<file path="src/logic/cmp_cfg_pkg.sv">
// Lane count, operand width, lane index width and tournament depth constants
package cmp_cfg_pkg;

	// =========================================================================
	// Datapath geometry
	// =========================================================================

	// Operand lanes per sample
	// Must be a power of two for the halving rounds
	localparam int LANES = 8;

	// Operand width in bits
	localparam int DATA_W = 16;

	// Bits needed to name one lane
	localparam int IDX_W = $clog2(LANES);

	// =========================================================================
	// Pipeline depth
	// =========================================================================

	// One registered halving round per index bit
	// Also the top level latency in cycles
	localparam int STAGES = IDX_W;

endpackage

</file>
<file path="src/logic/cmp_types_pkg.sv">
// Mode, lane entry, comparator flag and input sample structs
package cmp_types_pkg;

	// =========================================================================
	// Control
	// =========================================================================

	// Per-sample operating mode
	typedef struct packed {
		// Operands are two's complement
		logic is_signed;
		// Largest value wins when set, smallest otherwise
		logic find_max;
	} mode_t;

	// =========================================================================
	// Datapath
	// =========================================================================

	// One competitor in the tournament
	typedef struct packed {
		logic [cmp_cfg_pkg::DATA_W-1:0] value;
		// Original lane, kept for the result and the tie break
		logic [cmp_cfg_pkg::IDX_W-1:0]  lane;
	} entry_t;

	// Comparator result, always x relative to y
	// Exactly one bit high for any input pair
	typedef struct packed {
		logic less;
		logic equal;
		logic greater;
	} cmp_flags_t;

	// Top level input word
	// Operand l belongs to lane l
	typedef struct packed {
		logic [cmp_cfg_pkg::LANES-1:0][cmp_cfg_pkg::DATA_W-1:0] operands;
		mode_t                                                  mode;
	} sample_t;

endpackage

</file>
<file path="src/logic/cmp_compress_cell.sv">
// Two-bit compressor cell with unsigned and signed truth tables
`timescale 1ns/1ps

// Maps a pair of 2-bit digits to one bit per side
// Order of the outputs follows order of the inputs
// Equal and zero gives 0/0, equal and nonzero gives 1/1
// Signed table treats the upper input bit as a sign bit and
// reports the order inverted (x<y gives 1/0)
module cmp_compress_cell #(
	parameter bit SIGNED_CELL = 1'b0
) (
	input  logic [1:0] i_x,
	input  logic [1:0] i_y,
	output logic       o_x,
	output logic       o_y
);

	// {o_x, o_y}
	logic [1:0] res;

	generate
		if (SIGNED_CELL) begin : g_signed
			// Digits are {sign, magnitude} pairs, range -2..1
			always_comb begin
				case ({i_x, i_y})
					4'b00_00: res = 2'b00;
					4'b00_01: res = 2'b10;
					4'b00_10: res = 2'b01;
					4'b00_11: res = 2'b01;
					4'b01_00: res = 2'b01;
					4'b01_01: res = 2'b11;
					4'b01_10: res = 2'b01;
					4'b01_11: res = 2'b01;
					4'b10_00: res = 2'b10;
					4'b10_01: res = 2'b10;
					4'b10_10: res = 2'b11;
					4'b10_11: res = 2'b10;
					4'b11_00: res = 2'b10;
					4'b11_01: res = 2'b10;
					4'b11_10: res = 2'b01;
					default:  res = 2'b11;
				endcase
			end
		end else begin : g_unsigned
			// Plain 2-bit magnitudes, range 0..3
			always_comb begin
				case ({i_x, i_y})
					4'b00_00: res = 2'b00;
					4'b00_01: res = 2'b01;
					4'b00_10: res = 2'b01;
					4'b00_11: res = 2'b01;
					4'b01_00: res = 2'b10;
					4'b01_01: res = 2'b11;
					4'b01_10: res = 2'b01;
					4'b01_11: res = 2'b01;
					4'b10_00: res = 2'b10;
					4'b10_01: res = 2'b10;
					4'b10_10: res = 2'b11;
					4'b10_11: res = 2'b01;
					4'b11_00: res = 2'b10;
					4'b11_01: res = 2'b10;
					4'b11_10: res = 2'b10;
					default:  res = 2'b11;
				endcase
			end
		end
	endgenerate

	assign o_x = res[1];
	assign o_y = res[0];

endmodule

</file>
<file path="src/logic/cmp_compress_tree.sv">
// Recursive unsigned compressor tree reducing two words to one bit per side
`timescale 1ns/1ps

// =============================================================================
// Unsigned compressor tree
// =============================================================================
// Each level packs adjacent bit pairs into unsigned cells
// Odd top bit skips the level unchanged
// Recursion stops at one bit per side
// Size linear in WIDTH, depth log2(WIDTH)
// Result keeps the cell encoding
//   x>y  gives 1/0
//   x<y  gives 0/1
//   x==y gives 0/0 for zero, 1/1 otherwise
module cmp_compress_tree #(
	// At least 1
	parameter int WIDTH = 2
) (
	input  logic [WIDTH-1:0] i_x,
	input  logic [WIDTH-1:0] i_y,
	output logic             o_x,
	output logic             o_y
);

	generate
		if (WIDTH == 1) begin : g_leaf
			// Single bit already in cell form
			assign o_x = i_x[0];
			assign o_y = i_y[0];
		end else begin : g_level
			// One bit per pair plus the odd top bit
			logic [(WIDTH+1)/2-1:0] lvl_x;
			logic [(WIDTH+1)/2-1:0] lvl_y;

			// Higher pairs land on higher bits so significance is kept
			for (genvar p = 0; p < WIDTH / 2; p++) begin : g_pair
				cmp_compress_cell #(
					.SIGNED_CELL (1'b0)
				) u_cell (
					.i_x (i_x[2*p+1 -: 2]),
					.i_y (i_y[2*p+1 -: 2]),
					.o_x (lvl_x[p]),
					.o_y (lvl_y[p])
				);
			end

			// Unpaired MSB
			if (WIDTH % 2 == 1) begin : g_tail
				assign lvl_x[(WIDTH+1)/2-1] = i_x[WIDTH-1];
				assign lvl_y[(WIDTH+1)/2-1] = i_y[WIDTH-1];
			end

			// Next level on the half-width result
			cmp_compress_tree #(
				.WIDTH ((WIDTH + 1) / 2)
			) u_next (
				.i_x (lvl_x),
				.i_y (lvl_y),
				.o_x (o_x),
				.o_y (o_y)
			);
		end
	endgenerate

endmodule

</file>
<file path="src/logic/magnitude_comparator.sv">
// Magnitude comparator with signed and unsigned paths over one compressor tree
`timescale 1ns/1ps

// =============================================================================
// Magnitude comparator
// =============================================================================
// Shared tree reduces the low WIDTH-1 bits
// Top bit joins at a root cell, unsigned or signed
// Purely combinational
module magnitude_comparator #(
	// At least 2, top bit is the sign in signed mode
	parameter int WIDTH = 16
) (
	input  logic [WIDTH-1:0]          i_x,
	input  logic [WIDTH-1:0]          i_y,
	input  logic                      i_signed,
	output cmp_types_pkg::cmp_flags_t o_flags
);

	// Low bits reduced to one bit per side
	logic tree_x;
	logic tree_y;
	// Unsigned root, x>y gives 1/0
	logic uns_x;
	logic uns_y;
	// Signed root, x<y gives 1/0
	logic sgn_x;
	logic sgn_y;
	// Selected root in the unsigned sense
	logic res_x;
	logic res_y;

	// =========================================================================
	// Shared tree
	// =========================================================================

	cmp_compress_tree #(
		.WIDTH (WIDTH - 1)
	) u_tree (
		.i_x (i_x[WIDTH-2:0]),
		.i_y (i_y[WIDTH-2:0]),
		.o_x (tree_x),
		.o_y (tree_y)
	);

	// =========================================================================
	// Root cells
	// =========================================================================

	// Top bit is the upper digit bit, tree result the lower one
	cmp_compress_cell #(
		.SIGNED_CELL (1'b0)
	) u_root_unsigned (
		.i_x ({i_x[WIDTH-1], tree_x}),
		.i_y ({i_y[WIDTH-1], tree_y}),
		.o_x (uns_x),
		.o_y (uns_y)
	);

	// Top bit acts as the digit sign here
	cmp_compress_cell #(
		.SIGNED_CELL (1'b1)
	) u_root_signed (
		.i_x ({i_x[WIDTH-1], tree_x}),
		.i_y ({i_y[WIDTH-1], tree_y}),
		.o_x (sgn_x),
		.o_y (sgn_y)
	);

	// =========================================================================
	// Decode
	// =========================================================================

	// Signed root reports the order inverted
	// Swapping its bits restores the unsigned sense
	assign res_x = i_signed ? sgn_y : uns_x;
	assign res_y = i_signed ? sgn_x : uns_y;

	// {less, equal, greater}
	// 1/0 greater, 0/1 less, 0/0 and 1/1 equal
	assign o_flags = {~res_x & res_y, ~(res_x ^ res_y), res_x & ~res_y};

endmodule

</file>
<file path="src/logic/tournament_stage.sv">
// One registered tournament round that halves the number of entries
`timescale 1ns/1ps

// =============================================================================
// Tournament round
// =============================================================================
// Entry 2j plays entry 2j+1, lower index is a, higher index is b
// Max mode   b wins only when b > a
// Min mode   b wins only when b < a
// Anything else keeps a so ties go to the lower original lane
// One cycle from i_valid to o_valid
module tournament_stage #(
	// Entries coming in (8, 4 or 2)
	parameter int N_IN = 8
) (
	input  logic                                 i_clk,
	input  logic                                 i_arst_n,
	input  logic                                 i_valid,
	input  cmp_types_pkg::entry_t [N_IN-1:0]     i_entries,
	input  cmp_types_pkg::mode_t                 i_mode,
	output logic                                 o_valid,
	output cmp_types_pkg::entry_t [N_IN/2-1:0]   o_entries,
	output cmp_types_pkg::mode_t                 o_mode
);

	// Per match comparator result, b relative to a
	cmp_types_pkg::cmp_flags_t [N_IN/2-1:0] flags;
	// Match outcome, high when the upper entry takes the match
	logic                      [N_IN/2-1:0] b_wins;
	// Combinational winners ahead of the output register
	cmp_types_pkg::entry_t     [N_IN/2-1:0] winners;

	// =========================================================================
	// Matches
	// =========================================================================

	generate
		for (genvar j = 0; j < N_IN / 2; j++) begin : g_match
			// x is b, y is a
			magnitude_comparator #(
				.WIDTH (cmp_cfg_pkg::DATA_W)
			) u_cmp (
				.i_x      (i_entries[2*j+1].value),
				.i_y      (i_entries[2*j].value),
				.i_signed (i_mode.is_signed),
				.o_flags  (flags[j])
			);

			// Strict compare only, equal never moves the win to b
			assign b_wins[j] = i_mode.find_max ? flags[j].greater : flags[j].less;

			assign winners[j] = b_wins[j] ? i_entries[2*j+1] : i_entries[2*j];
		end
	endgenerate

	// =========================================================================
	// Output register
	// =========================================================================

	always_ff @(posedge i_clk or negedge i_arst_n) begin
		if (!i_arst_n) begin
			o_valid   <= 1'b0;
			o_entries <= '0;
			o_mode    <= '0;
		end else begin
			// Strobe follows input every cycle
			o_valid <= i_valid;
			// Payload and mode only move with a sample
			if (i_valid) begin
				o_entries <= winners;
				o_mode    <= i_mode;
			end
		end
	end

endmodule

</file>
<file path="src/logic/extremum_finder.sv">
// Top level extremum finder chaining three tournament rounds
`timescale 1ns/1ps

// =============================================================================
// Extremum finder
// =============================================================================
// Eight lanes in, one winner and its lane out
// Fixed latency of cmp_cfg_pkg::STAGES cycles
// New sample accepted every cycle, no back-pressure
// Mode travels with its sample through every round
module extremum_finder (
	input  logic                   i_clk,
	input  logic                   i_arst_n,
	input  logic                   i_valid,
	input  cmp_types_pkg::sample_t i_sample,
	output logic                   o_valid,
	output cmp_types_pkg::entry_t  o_winner,
	output cmp_types_pkg::mode_t   o_mode
);

	// Tagged operands feeding round one
	cmp_types_pkg::entry_t [cmp_cfg_pkg::LANES-1:0]   lane_entries;

	// Round one to round two
	logic                                             s1_valid;
	cmp_types_pkg::entry_t [cmp_cfg_pkg::LANES/2-1:0] s1_entries;
	cmp_types_pkg::mode_t                             s1_mode;

	// Round two to round three
	logic                                             s2_valid;
	cmp_types_pkg::entry_t [cmp_cfg_pkg::LANES/4-1:0] s2_entries;
	cmp_types_pkg::mode_t                             s2_mode;

	// Final round output, a single entry
	cmp_types_pkg::entry_t [cmp_cfg_pkg::LANES/8-1:0] s3_entries;

	// Lane tag is the operand's position in the sample
	generate
		for (genvar l = 0; l < cmp_cfg_pkg::LANES; l++) begin : g_tag
			assign lane_entries[l].value = i_sample.operands[l];
			assign lane_entries[l].lane  = cmp_cfg_pkg::IDX_W'(l);
		end
	endgenerate

	// 8 to 4
	tournament_stage #(
		.N_IN (cmp_cfg_pkg::LANES)
	) u_stage1 (
		.i_clk     (i_clk),
		.i_arst_n  (i_arst_n),
		.i_valid   (i_valid),
		.i_entries (lane_entries),
		.i_mode    (i_sample.mode),
		.o_valid   (s1_valid),
		.o_entries (s1_entries),
		.o_mode    (s1_mode)
	);

	// 4 to 2
	tournament_stage #(
		.N_IN (cmp_cfg_pkg::LANES / 2)
	) u_stage2 (
		.i_clk     (i_clk),
		.i_arst_n  (i_arst_n),
		.i_valid   (s1_valid),
		.i_entries (s1_entries),
		.i_mode    (s1_mode),
		.o_valid   (s2_valid),
		.o_entries (s2_entries),
		.o_mode    (s2_mode)
	);

	// 2 to 1
	tournament_stage #(
		.N_IN (cmp_cfg_pkg::LANES / 4)
	) u_stage3 (
		.i_clk     (i_clk),
		.i_arst_n  (i_arst_n),
		.i_valid   (s2_valid),
		.i_entries (s2_entries),
		.i_mode    (s2_mode),
		.o_valid   (o_valid),
		.o_entries (s3_entries),
		.o_mode    (o_mode)
	);

	assign o_winner = s3_entries[0];

endmodule

</file>
<file path="config.mk">
export PLATFORM = sky130hd
export DESIGN_NAME = extremum_finder
export DESIGN_NICKNAME = d
export VERILOG_FILES = /design/src/logic/cmp_cfg_pkg.sv /design/src/logic/cmp_types_pkg.sv /design/src/logic/cmp_compress_cell.sv /design/src/logic/cmp_compress_tree.sv /design/src/logic/magnitude_comparator.sv /design/src/logic/tournament_stage.sv /design/src/logic/extremum_finder.sv
export SDC_FILE = /design/constraint.sdc
export NUM_CORES = 1
export LEC_CHECK = 0
export ABC_CLOCK_PERIOD_IN_PS = 2800
export BUFFER_PORTS_ARGS = -buffer_cell sky130_fd_sc_hd__buf_2
export CORE_ASPECT_RATIO = 0.5
export CORE_MARGIN = 3
export CORE_UTILIZATION = 53
export DETAILED_ROUTE_END_ITERATION = 8
export GPL_TIMING_DRIVEN = 1
export PLACE_DENSITY = 0.78
export REMOVE_ABC_BUFFERS = 1
export SLEW_MARGIN = 15
export SYNTH_ARGS = -nofsm -noshare
export SYNTH_HDL_FRONTEND = slang
export SYNTH_SLANG_ARGS = --single-unit
</file>
<file path="constraint.sdc">
create_clock -name i_clk -period 2.8 [get_ports i_clk]
set_clock_uncertainty 0.05 [all_clocks]
set_input_delay 0.56 -clock i_clk [delete_from_list [all_inputs] [get_ports i_clk]]
set_output_delay 0.56 -clock i_clk [all_outputs]
set_load 0.02 [all_outputs]
</file>
==> results of run 1 <==
==> per-stage QoR <==
stage | hold WS, ns | instances | utilization (%) | instance area, um2 | TNS, ns
after CTS | 0.0684 | 1995 | 83.6 | 16400 | -11.79
after detailed placement | 0.430 | 1914 | 69.9 | 13800 | -61.99
after global placement | 0.428 | 1914 | 69.9 | 13800 | -50.11
after floorplan | 0.214 | 1216 | - | 10500 | -77.26
==> routing by layer <==
metal	GRT overflow	GRT usage [%]
met2	7	92.2
met5	0	53.6
met3	0	70.4
met4	5	77.3
met1	0	79.5
==> cells by family after synthesis <==
logic type,Yosys count
adders and majority gates,66
xor gates and xnor gates,2
muxes,145
DFF,134
and+or+nand+nor,354
buffers and inverters,154
AOI/OAI and AO/OA,426
==> repair_timing <==
action | in CTS
setup buffers | 40
endpoints found under the hold margin | 0
cloned | 13
pin swaps | 145
setup endpoints to repair | 118
resized for setup | 354
==> synthesized netlist by cell type (all sizes together), types with 5 or more instances <==
| library cell | number | area share (%) |
|---|---|---|
| nor3 | 38 | 1.8 |
| a21boi | 7 | 0.49 |
| nand3 | 11 | 0.51 |
| nor2 | 130 | 4.5 |
| clkbuf | 43 | 1.5 |
| a2111oi | 19 | 2.1 |
| dfrtp | 134 | 31 |
| nand2 | 43 | 1.5 |
| mux2i | 96 | 8.9 |
| o21ai | 62 | 2.9 |
| o211ai | 17 | 1.3 |
| o31ai | 15 | 1.0 |
| o21a | 9 | 0.63 |
| a221oi | 6 | 0.65 |
| nor2b | 50 | 2.9 |
| o22ai | 55 | 3.2 |
| maj3 | 66 | 6.2 |
| buf | 22 | 1.1 |
| a31oi | 19 | 1.1 |
| inv | 88 | 3.1 |
| o221ai | 6 | 0.49 |
| and2 | 5 | 0.29 |
| mux2 | 49 | 5.1 |
| nand2b | 52 | 3.1 |
| or2 | 6 | 0.35 |
| a21oi | 137 | 6.4 |
| a211oi | 34 | 2.5 |
==> metrics.md, run 1 <==
| Metric | Value |
|---|---|
| Clk buf depth | `2` |
| Tool error | `[ERROR GRT-0232] Routing congestion too high. Check the congestion heatmap in the GUI.` |
| Initial Util | `between 50% and 60%` |
| Global route total overflow | `12` |
| Crit. endpoint post-GRT repair | `u_stage1.o_entries[22]$_DFFE_PN0P_/D` |
| Post-synthesis area per instance | `8.39 um2` |
| Number of synthesized flops with an enable pin | `0` |
| Status | `did not finish` |
| Cell area after synthesis | `0.0107 mm2` |
| CTS buffer count | `17` |
| Post-synthesis register bit count | `134` |
| Last stage reached | `5_1_grt` |
| Port buffer count | `154` |
| H-tree depth | `4` |
| CTS Sinks | `approximately 130` |
| Post-Synth Simple-Gate Area | `16.3%` |
| Post-synthesis mux area share | `around 14%` |
| Routability cong. | `roughly 1.0` |
| Initial antenna violation count | `11` |
| GRT Total Usage | `approximately 80%` |
| Clock root cell | `clkbuf_16` |
| Width of the die | `207 um` |
| Yosys cell types | `77` |
| Largest family of logic cells by synthesized area | `compound AO/OA/AOI/OAI gates` |
| CTS Hold Bufs | `0` |
| FP Rows | `36` |
| Sequential share of the synthesized area | `31.2%` |
| Die height | `between 100 and 150 um` |
| I/O pin cnt | `roughly 160` |
| Post-Synth XOR/XNOR Area | `less than 1%` |
| Setup Slack @ Placement | `-0.907 ns` |
| Main flop type after synthesis | `dfrtp_1` |
| DP Wirelength | `around 27 mm` |
| Pin count of the biggest net entering global routing | `61` |
| Complex-gate fraction of the synthesized area | `26.3%` |
| Post-Syn Instances | `about 1,300` |
| Post-Synth Adder-Cell Area | `under 10%` |
| Worst ep type | `register data pin` |
| Post-synthesis async set-or-reset flop share | `100%` |
| Synth warnings | `0` |
==> run 2: changes to the inputs <==
--- a/config.mk
+++ b/config.mk
@@ -5,14 +5,13 @@
 export SDC_FILE = /design/constraint.sdc
 export NUM_CORES = 1
 export LEC_CHECK = 0
-export ABC_CLOCK_PERIOD_IN_PS = 2800
+export ABC_CLOCK_PERIOD_IN_PS = 3600
 export BUFFER_PORTS_ARGS = -buffer_cell sky130_fd_sc_hd__buf_2
-export CORE_ASPECT_RATIO = 0.5
 export CORE_MARGIN = 3
-export CORE_UTILIZATION = 53
+export CORE_UTILIZATION = 40
 export DETAILED_ROUTE_END_ITERATION = 8
 export GPL_TIMING_DRIVEN = 1
-export PLACE_DENSITY = 0.78
+export PLACE_DENSITY_LB_ADDON = 0.15
 export REMOVE_ABC_BUFFERS = 1
 export SLEW_MARGIN = 15
 export SYNTH_ARGS = -nofsm -noshare
==> constraint.sdc (replaced) <==
create_clock -name i_clk -period 3.6 [get_ports i_clk]
set_clock_uncertainty 0.05 [all_clocks]
set_input_delay 0.72 -clock i_clk [delete_from_list [all_inputs] [get_ports i_clk]]
set_output_delay 0.72 -clock i_clk [all_outputs]
set_load 0.02 [all_outputs]
==> metrics.md, run 2 <==
| Metric | Value |
|---|---|
| Commonest cells after routing, fill and taps aside | `buf_2, a21oi_1, buf_4, dfrtp_1, nor2_1` |
| Vias | `about 11,000` |
| Die height | `170 um` |
| CTS buffer count | `17` |
| Number of synthesized flops with an enable pin | `0` |
| Die area | `about 0.029 mm2` |
| Top cells by count, synth | `a21oi_1, dfrtp_1, nor2_1` |
| Clk buf depth | `2` |
| Sequential share of the synthesized area | `31.2%` |
| Cell area after synthesis | `approximately 0.011 mm2` |
| Fmax achieved | `about 290 MHz` |
| Crit. End Element | `flop` |
| Critical Path AT | `about 3.7 ns` |
| Maximum fanout along the worst path | `9` |
| TritonCTS clock tree | `built` |
| Slowest stage delay, CP | `a little under 0.4 ns` |
| Count leader, synth | `a21oi_1` |
| Crit Path Category | `input port to flop` |
| Final Hold Viols | `0` |
| Width of the die | `roughly 170 um` |
| Largest register FFs | `between 60 and 70` |
| DR DRC count | `0` |
| Max cap viols | `0` |
| Synth area leaders | `dfrtp_1, mux2i_1, a21oi_1` |
| Crit-path cells | `buf_2 -> or3b_1 -> or3b_1 -> nand4_1 -> o221ai_2 -> a211oi_2 -> a211oi_2 -> buf_4 -> a31o_1 -> a311oi_4 -> buf_4 -> o22ai_1 -> a211oi_1` |
| Final Setup Violations | `0` |
| Diodes inserted | `0` |
| Reg-to-reg slack, setup | `around 0.26 ns` |
| Setup crit start kind | `input port` |
| Pin count of the biggest net entering global routing | `70` |
| Main flop type after synthesis | `dfrtp_1` |
| Fin. max-slew vios | `0` |
| Share of cells above drive strength 1 | `a little over a quarter` |
| Top Registers | `u_stage1.o_entries x69, u_stage2.o_entries x37, u_stage3.o_entries x19` |
| Leakage power | `about 0.006 uW` |
| H-tree depth | `4` |
| Initial DRC Count | `680` |
| FP Rows | `59` |
| HP Class | `input port to asynchronous set/reset pin` |
| Post-synthesis register bit count | `roughly 130` |
| Worst-Skew Late Latency | `between 0.4 and 0.5 ns` |
| Setup total negative slack | `0 ns` |
| First-pass GRT wire length | `roughly 54 mm` |
| Fin crit period | `3.40 ns` |
| Initial antenna violation count | `0` |
| Core ar. | `about 0.026 mm2` |
| Initial Util | `41.0%` |
| Port buffer count | `between 150 and 200` |
| Slowest CP cell | `or3b_1` |
| DP Wirelength | `roughly 25 mm` |
| Routability cong. | `between 0.9 and 1` |
| Worst VDD drop | `0.397 mV` |
| Post-Layout Cell Count | `between 1,500 and 2,000` |
| Overall power | `between 7000 and 8000 uW` |
| Synth warnings | `0` |
| WL final | `33.5 mm` |
| Nets | `~1,700` |
| Final core utilization | `between 50% and 60%` |
| Status | `completed` |
| Yosys cell types | `77` |
| Bufs and invs on worst path | `3` |
| Max-slew headroom | `around 22%` |
| Most common cell after layout, fill and taps aside | `buf_2` |
| CTS Sinks | `between 100 and 150` |
| Biggest register | `u_stage1.o_entries` |
| Delay-heaviest family, CP | `compound AO/OA/AOI/OAI gates` |
| DRT antenna net count | `0` |
| I/O pin cnt | `155` |
| Period utilisation layout | `~94%` |
| Area growth syn-to-layout | `25.2%` |
| Number of global-route vias before repair | `10,200` |
| Placed cell count | `about 1,800` |
| Global route total overflow | `0` |
| Worst-path clk slew | `about 0.06 ns` |
| Post-synthesis area per instance | `~8.4 um2` |
| GRT Total Usage | `a little under a quarter` |
| Least-Margin Pin Slew | `about 1.2 ns` |
| WP data required | `3.88 ns` |
| FILL cells | `about 2,500` |
| Post-synth top area share | `31.2%` |
| Cell taking the most area after synthesis | `dfrtp_1` |
| Router iterations before antenna repair | `5` |
| DR WL/cell | `between 15 and 20 um` |
| Clock root cell | `clkbuf_16` |
| Via/cell ratio | `between 5 and 6` |
| Power per cell area | `530 mW/mm2` |
| Post-Syn Instances | `between 1,000 and 1,500` |
| Post-synthesis async set-or-reset flop share | `100%` |
[run 2: cell counts after synthesis]
Identical to the previous run, type by type.
[run 2: per-stage QoR]
step                      hold slack, ns  area, um2  setup slack [ns]
after floorplan                    0.374      10500            -0.310
after global placement             0.444      12700            -0.180
after detailed placement           0.453      12700            -0.293
after CTS                          0.270      13400             0.122
after global routing               0.278      13400           -0.0587
final                              0.230      13400             0.199
[run 2: cells by family after synthesis]
| kind of cell | count (synthesis) | share of synthesized area, % |
|---|---|---|
| mux | 145 | 14.1 |
| xor+xnor | 2 | 0.163 |
| flops | 134 | 31.2 |
| buf+inv | 154 | 5.71 |
| fa+ha+maj | 66 | 6.19 |
| compound gates | 426 | 26.3 |
| simple gates | 354 | 16.3 |
[run 2: cell type report]
class | instances | area [um2] | share of cell area, %
Sequential cell | 134 | 3350 | 24.9
Tap cell | 335 | 419 | 3.12
Inverter | 89 | 334 | 2.48
Multi-Input combinational cell | 993 | 6860 | 51.0
Timing Repair Buffer | 291 | 1860 | 13.8
Clock buffer | 19 | 443 | 3.29
Clock inverter | 13 | 180 | 1.34
[run 2: timing repair]
action                                  4_1_cts  5_1_grt
endpoints found under the setup margin        0       35
hold buffers                                  0        0
resized for setup                             0       19
buffers inserted                              0        2
endpoints found under the hold margin         0        0
[run 2: path summary, 6_finish.rpt]
| check | startpoint | end | depth (start not counted) |
|---|---|---|---|
| setup / recovery | i_sample[70] | u_stage1.o_entries[43] | 13 |
| hold / removal | i_arst_n | u_stage1.o_entries[45] | 1 |
| setup reg to reg | u_stage1.o_entries[64] | u_stage2.o_entries[30] | 11 |
| hold reg to reg | u_stage3.o_mode[1] | u_stage3.o_mode[1] | 1 |
| max in group asynchronous | i_arst_n | u_stage1.o_entries[38] | 2 |
| min in group i_clk | u_stage3.o_mode[1] | u_stage3.o_mode[1] | 1 |
[run 2: worst register-to-register path, stage by stage, from the launching register on]
cell      delay (ns)
dfrtp_1         0.48
nor2b_1         0.19
maj3_1          0.36
maj3_1          0.36
o21ai_0         0.25
o21ai_0         0.22
a211oi_1        0.26
a21oi_1         0.08
o21ai_0         0.18
mux2_4          0.40
mux2i_1         0.27
a21oi_1         0.09
[run 2: where the power goes]
group          leakage (uW)  internal (uW)  total [uW]  switching (uW)
combinational       0.00411           1360        2930            1570
clock              0.000299           1170        1870             698
sequential          0.00148           1900        2320             417
[run 2: metal layers]
metal  global-route usage, %  up-vias  share of wire, %
li1                        -     5222                 -
met5                       0        -                 0
met2                    36.9      244                46
met4                    4.62        0               1.0
met3                    3.81       25               5.1
met1                    33.4     5144                48
No activity file was read; power rests on OpenSTA's default activity.
==> run 3: changes to the inputs <==
--- a/config.mk
+++ b/config.mk
@@ -7,7 +7,7 @@
 export LEC_CHECK = 0
 export ABC_CLOCK_PERIOD_IN_PS = 3600
 export BUFFER_PORTS_ARGS = -buffer_cell sky130_fd_sc_hd__buf_2
-export CORE_MARGIN = 3
+export CORE_ASPECT_RATIO = 0.5
 export CORE_UTILIZATION = 40
 export DETAILED_ROUTE_END_ITERATION = 8
 export GPL_TIMING_DRIVEN = 1
@@ -16,4 +16,5 @@
 export SLEW_MARGIN = 15
 export SYNTH_ARGS = -nofsm -noshare
 export SYNTH_HDL_FRONTEND = slang
+export SYNTH_HIERARCHICAL = 1
 export SYNTH_SLANG_ARGS = --single-unit
==> metrics.md, run 3 <==
| Metric | Value |
|---|---|
| Status | `finished, violations left` |
| Failing checks | `negative setup slack` |
| Routability cong. | `about 0.81` |
| Internal power | `slightly below 9000 uW` |
| Max Used Layer | `met5` |
| Synth area leaders | `dfrtp_1, mux2i_1, nor2b_1` |
| Initial Util | `41.6%` |
| Cell area after synthesis | `0.0118 mm2` |
| HP Class | `input port to asynchronous set/reset pin` |
| Post-Syn Instances | `about 1,400` |
| Top Registers | `u_stage1/o_entries x76, u_stage2/o_entries x38, u_stage3/o_entries x19` |
| Fin. max-slew vios | `0` |
| Die height | `between 100 and 150 um` |
| CP dominant cell by count | `buf_4` |
| Biggest register | `u_stage1/o_entries` |
| Slowest CP cell | `a311oi_4` |
| Crit Path Category | `input port to flop` |
| Router iterations before antenna repair | `5` |
| Cell taking the most area after synthesis | `dfrtp_1` |
| Port buffer count | `between 150 and 200` |
| Worst reg2reg startpoint | `u_stage2/o_entries[8]` |
| Die area | `~0.03 mm2` |
| Critical register-to-register path endpoint | `u_stage3/o_entries[13]` |
| DRT antenna net count | `0` |
| DP Wirelength | `between 20 and 25 mm` |
| Sw Share | `39.8%` |
| Global route total overflow | `0` |
| Initial DRC Count | `between 600 and 700` |
| Least-Margin Pin Slew | `0.791 ns` |
| Fin crit period | `approximately 4.2 ns` |
| Post-synthesis area per instance | `between 8 and 9 um2` |
| WL met1 | `between 15 and 20 mm` |
| Post-synthesis register bit count | `about 140` |
| Metal2 WL | `roughly 17 mm` |
| Crit. End Element | `flop` |
| Worst VDD drop | `0.697 mV` |
| Share of cells above drive strength 1 | `~40%` |
| Worst-Skew Late Latency | `0.44 ns` |
| Crit-path cells | `buf_8 -> nor2b_4 -> a311oi_4 -> inv_1 -> a311oi_2 -> buf_4 -> nor2_4 -> a311oi_4 -> buf_4 -> inv_2 -> a311oi_2 -> buf_4 -> nand2_2 -> o22a_1 -> mux2_4 -> ha_4 -> mux2i_4 -> buf_6 -> buf_16 -> mux2i_2 -> a21oi_1` |
| I/O pin cnt | `between 150 and 200` |
| Number of global-route vias before repair | `~12,000` |
| Overall power | `approximately 15,000 uW` |
| GRT Total Usage | `about a quarter` |
| Period utilisation layout | `117%` |
| Area growth syn-to-layout | `53.3%` |
| Post-Layout Cell Count | `roughly 2,400` |
| Max cap viols | `0` |
| Leakage power | `0.00863 uW` |
| Power per cell area | `a little over 800 mW/mm2` |
| Post-synthesis async set-or-reset flop share | `100%` |
| CTS Sinks | `142` |
| P_sw | `a little under 6000 uW` |
| Sequential Power Share | `17.4%` |
| Reg-to-reg slack, setup | `-0.58 ns` |
| Nets | `around 2,100` |
| Core ar. | `around 0.028 mm2` |
| Routed length on met3 | `approximately 1.1 mm` |
| Setup total negative slack | `-55.77 ns` |
| Slowest stage delay, CP | `about 0.39 ns` |
| Vias | `about 12,000` |
| Post-synth top area share | `30.2%` |
| Maximum fanout along the worst path | `6` |
| Initial antenna violation count | `1` |
| CTS buffer count | `17` |
| FP Rows | `43` |
| Final Hold Viols | `0` |
| Pin count of the biggest net entering global routing | `78` |
| Via/cell ratio | `roughly 5` |
| Clock root cell | `clkbuf_16` |
| Reg2reg path depth | `21` |
| DR WL/cell | `~15 um` |
| Number of synthesized flops with an enable pin | `0` |
| Max-slew headroom | `47.3%` |
| Width of the die | `around 240 um` |
| Top cells by count, synth | `nor2_1, nor2b_1, mux2i_1` |
| Count leader, synth | `nor2_1` |
| Commonest cells after routing, fill and taps aside | `buf_4, nor2_1, nor2b_1` |
| Placed cell count | `2,304` |
| Final Setup Violations | `~130` |
| H-tree depth | `4` |
| RSZ-0062 raised after global routing | `true` |
| Fmax achieved | `between 200 and 250 MHz` |
| Comb pwr share | `between 60% and 70%` |
| Setup Slack @ Placement | `-1.40 ns` |
| Yosys cell types | `20` |
| Most common cell after layout, fill and taps aside | `buf_4` |
| CTS Hold Bufs | `0` |
| Critical Path AT | `~4.5 ns` |
| TritonCTS clock tree | `built` |
| Sequential share of the synthesized area | `between 30% and 40%` |
| WL final | `around 36 mm` |
| Worst-path clk slew | `approximately 0.060 ns` |
| Clk pwr share | `between 10% and 20%` |
| Clk buf depth | `2` |
| DR DRC count | `0` |
| WP data required | `a little under 4 ns` |
| First-pass GRT wire length | `between 50 and 60 mm` |
| Largest register FFs | `76` |
| FILL cells | `2,361` |
| Main flop type after synthesis | `dfrtp_1` |
| Setup crit start kind | `input port` |
| Synth warnings | `6` |
| Final WS setup | `-0.621 ns` |
[run 3: final cells by class]
type                            count  area [um2]  area share (%)
Timing Repair Buffer              573        4350            24.1
Antenna cell                        1        2.50          0.0139
Tap cell                          382         478            2.65
Clock inverter                     13         209            1.16
Multi-Input combinational cell   1138        8510            47.2
Sequential cell                   142        3560            19.8
Clock buffer                       19         453            2.51
Inverter                          124         465            2.58
[run 3: layer usage]
layer	track usage, %	vias up
li1	-	6166
met4	4.73	2
met3	3.78	27
met2	40.1	130
met5	0	-
met1	31.4	5947
[run 3: worst max-delay path by stage]
stage                     slack (ns)    startpoint                     end
after detailed placement       -1.40  i_sample[39]  u_stage1/o_entries[26]
after CTS                      -0.57  i_sample[41]  u_stage1/o_entries[19]
after global placement         -1.23  i_sample[39]  u_stage1/o_entries[19]
after floorplan                -1.63  i_sample[45]  u_stage1/o_entries[19]
after global routing           -0.78  i_sample[39]  u_stage1/o_entries[24]
final                          -0.62  i_sample[39]  u_stage1/o_entries[36]
[run 3: repair_timing]
item,CTS,global route
buffers inserted,32,21
resized for setup,144,109
setup endpoints to repair,125,125
pin swaps,142,62
gates cloned,7,0
[run 3: kinds of logic after synthesis]
logic type	count (synthesis)	synth area share, %
muxes	174	15.0
and+or+nand+nor	557	22.3
AOI/OAI and AO/OA	369	23.1
buffers and inverters	183	7.82
DFF	142	30.2
adders and majority gates	14	1.49
other	2	0.0639
[run 3: worst max-delay path, delay by kind of cell]
kind | cells | cell delay (ns)
buffers and inverters | 8 | 1.12
AND/OR/NAND/NOR | 3 | 0.22
multiplexers | 3 | 0.72
adder cells (fa/ha/maj) | 1 | 0.17
AO/OA/AOI/OAI | 6 | 1.50
[run 3: metrics by stage]
step	hold slack, ns	area (um2)	utilization [%]
final	0.247	18000	63.7
after global routing	0.296	18000	63.7
after CTS	0.288	17400	61.7
after detailed placement	0.456	15600	55.2
after global placement	0.448	15600	55.2
after floorplan	0.374	11400	-
[run 3: power by group through the flow]
stage	registers [uW]	clock network, uW	logic (uW)
2_1_floorplan	2590	0	3780
3_3_place_gp	2500	0	7150
3_5_place_dp	2530	0	7410
4_1_cts	2520	2030	9160
5_1_grt	2610	2110	10700
6_report	2540	2010	10100
==> run 4: changes to the inputs <==
--- a/config.mk
+++ b/config.mk
@@ -5,13 +5,14 @@
 export SDC_FILE = /design/constraint.sdc
 export NUM_CORES = 1
 export LEC_CHECK = 0
-export ABC_CLOCK_PERIOD_IN_PS = 3600
-export BUFFER_PORTS_ARGS = -buffer_cell sky130_fd_sc_hd__buf_2
+export ABC_CLOCK_PERIOD_IN_PS = 3500
+export BUFFER_PORTS_ARGS = -buffer_cell sky130_fd_sc_hd__clkbuf_2
 export CORE_ASPECT_RATIO = 0.5
 export CORE_UTILIZATION = 40
 export DETAILED_ROUTE_END_ITERATION = 8
 export GPL_TIMING_DRIVEN = 1
 export PLACE_DENSITY_LB_ADDON = 0.15
+export RECOVER_POWER = 100
 export REMOVE_ABC_BUFFERS = 1
 export SLEW_MARGIN = 15
 export SYNTH_ARGS = -nofsm -noshare
==> constraint.sdc (replaced) <==
create_clock -name i_clk -period 3.5 [get_ports i_clk]
set_clock_uncertainty 0.05 [all_clocks]
set_input_delay 0.7 -clock i_clk [delete_from_list [all_inputs] [get_ports i_clk]]
set_output_delay 0.7 -clock i_clk [all_outputs]
set_load 0.02 [all_outputs]
==> metrics.md, run 4 (synthesis gave the netlist of run 3 again) <==
| Metric | Value |
|---|---|
| FP Rows | `43` |
| Sequential Power Share | `17.8%` |
| Worst-Skew Late Latency | `0.44 ns` |
| Number of global-route vias before repair | `between 10,000 and 15,000` |
| First-pass GRT wire length | `57.3 mm` |
| Internal power | `9010 uW` |
| DRT antenna net count | `0` |
| Hold path cells | `1` |
| Reg-to-reg slack, setup | `-0.69 ns` |
| Largest register FFs | `76` |
| Setup crit start kind | `flop` |
| Pin count of the biggest net entering global routing | `slightly below 80` |
| RSZ-0062 raised after global routing | `true` |
| Diodes inserted | `0` |
| Die area | `around 0.030 mm2` |
| Worst-path clk slew | `0.06 ns` |
| Period utilisation layout | `120%` |
| Crit. End Element | `flop` |
| Critical Path AT | `~4.4 ns` |
| Clk pwr share | `between 10% and 20%` |
| Vias | `roughly 13,000` |
| Sw Share | `between 30% and 40%` |
| Area growth syn-to-layout | `58.2%` |
| DR DRC count | `0` |
| CTS buffer count | `17` |
| Nets | `between 2,000 and 2,500` |
| Die height | `123 um` |
| TritonCTS clock tree | `built` |
| Fmax achieved | `between 200 and 250 MHz` |
| Initial Util | `between 40% and 50%` |
| Core ar. | `approximately 0.028 mm2` |
| Router iterations before antenna repair | `5` |
| Port buffer count | `roughly 150` |
| DR WL/cell | `~16 um` |
| Maximum fanout along the worst path | `6` |
| Worst VDD drop | `between 0.6 and 0.7 mV` |
| Status | `finished, violations left` |
| Fin crit period | `~4.2 ns` |
| CTS Sinks | `142` |
| Initial DRC Count | `between 500 and 600` |
| Reg2reg path depth | `19` |
| Width of the die | `roughly 240 um` |
| P_sw | `between 5000 and 6000 uW` |
| Leakage power | `about 0.009 uW` |
| GRT Total Usage | `a little under a quarter` |
| Share of cells above drive strength 1 | `between 40% and 50%` |
| Max cap viols | `1` |
| Crit Path Category | `flop to flop` |
| Global route total overflow | `0` |
| Min Hold Slack | `~0.46 ns` |
| Power per cell area | `approximately 800 mW/mm2` |
| Via/cell ratio | `5.25` |
| Final Setup Violations | `125` |
| Hold worst-path end | `u_stage3/o_mode[0]` |
| Clk buf depth | `2` |
| Worst reg2reg startpoint | `u_stage1/o_entries[8]` |
| Setup Slack @ Placement | `-1.23 ns` |
| Most common cell after layout, fill and taps aside | `buf_4` |
| Top Registers | `u_stage1/o_entries x76, u_stage2/o_entries x38, u_stage3/o_entries x19` |
| WP data required | `3.74 ns` |
| Commonest cells after routing, fill and taps aside | `buf_4, nor2_1, nor2b_1` |
| I/O pin cnt | `roughly 160` |
| CTS Hold Bufs | `0` |
| Fin. max-slew vios | `63` |
| Final core utilization | `between 60% and 70%` |
| Initial antenna violation count | `1` |
| Routability cong. | `~0.81` |
| Setup total negative slack | `-68.17 ns` |
| Critical register-to-register path endpoint | `u_stage2/o_entries[18]` |
| Failing checks | `max-capacitance violations, max-slew violations, negative setup slack` |
| DP Wirelength | `approximately 26 mm` |
| Least-Margin Pin Slew | `approximately 1.7 ns` |
| Final Hold Viols | `0` |
| Comb pwr share | `about 69%` |
| H-tree depth | `4` |
| HP Class | `flop to flop` |
| Biggest register | `u_stage1/o_entries` |
| Final WS setup | `-0.687 ns` |
| WL final | `37.9 mm` |
| Clock root cell | `clkbuf_16` |
| Max-slew headroom | `-15.3%` |
| Worst Hold Launch | `u_stage3/o_mode[0]` |
==> run 4: critical path: stages, from the launching register on <==
cell and delay, ns:
dfrtp_1 0.40, nor2b_4 0.14, a311oi_4 0.35, inv_1 0.09
a311oi_2 0.38, buf_4 0.19, buf_4 0.10, nand2_1 0.04
o22a_1 0.23, nor2b_1 0.14, o22a_1 0.26, nor2b_1 0.17
o22a_1 0.21, mux2_4 0.29, ha_4 0.17, mux2i_4 0.23
buf_12 0.18, buf_6 0.10, mux2i_2 0.22, a21oi_2 0.08
==> run 4: how the worst max path moves through the flow <==
stage | slack [ns] | to | start | depth (start not counted)
2_1_floorplan | -1.71 | u_stage1/o_entries[19] | i_sample[45] | 15
3_3_place_gp | -1.10 | u_stage1/o_entries[19] | i_sample[39] | 20
3_5_place_dp | -1.23 | u_stage1/o_entries[33] | i_sample[35] | 19
4_1_cts | -0.64 | u_stage2/o_entries[10] | u_stage1/o_entries[10] | 21
5_1_grt | -0.87 | u_stage2/o_entries[18] | u_stage1/o_entries[16] | 21
6_report | -0.69 | u_stage2/o_entries[18] | u_stage1/o_entries[8] | 19
==> run 4: routing by layer <==
layer  track usage (%)  share of wire (%)  vias to the layer above
met1              30.6                 46                     6226
met2              42.6                 50                      179
met5                 0              0.034                        -
li1                  -                  -                     6226
met4              5.35               0.77                        2
met3              3.76                3.1                       31
==> run 4: stage by stage <==
stage | cells | total power (uW) | instance area [um2]
floorplan | 1404 | 6540 | 11400
global route | 2412 | 15700 | 18600
finish | 2412 | 14900 | 18600
CTS | 2381 | 13800 | 17400
global placement | 2313 | 9890 | 15700
detailed placement | 2313 | 10200 | 15700
==> run 4: power by group through the flow <==
stage,clock network (uW),logic [uW],registers (uW)
2_1_floorplan,0,3880,2660
5_1_grt,2090,10900,2730
3_5_place_dp,0,7590,2610
3_3_place_gp,0,7300,2590
6_report,2010,10300,2660
4_1_cts,2020,9150,2620
==> run 4: layout make-up <==
class | count | area [um2]
fill | 2301 | 9690
multi-input combinational | 1138 | 8910
timing repair buffer | 594 | 4550
sequential | 142 | 3570
clock buffer | 22 | 484
tap | 382 | 478
inverter | 124 | 465
clock inverter | 10 | 159
==> run 4: what timing repair did <==
action,CTS,global route
gates resized for setup,144,256
pin swaps,124,99
cloned,7,1
buffers inserted,31,37
endpoints found under the setup margin,125,125
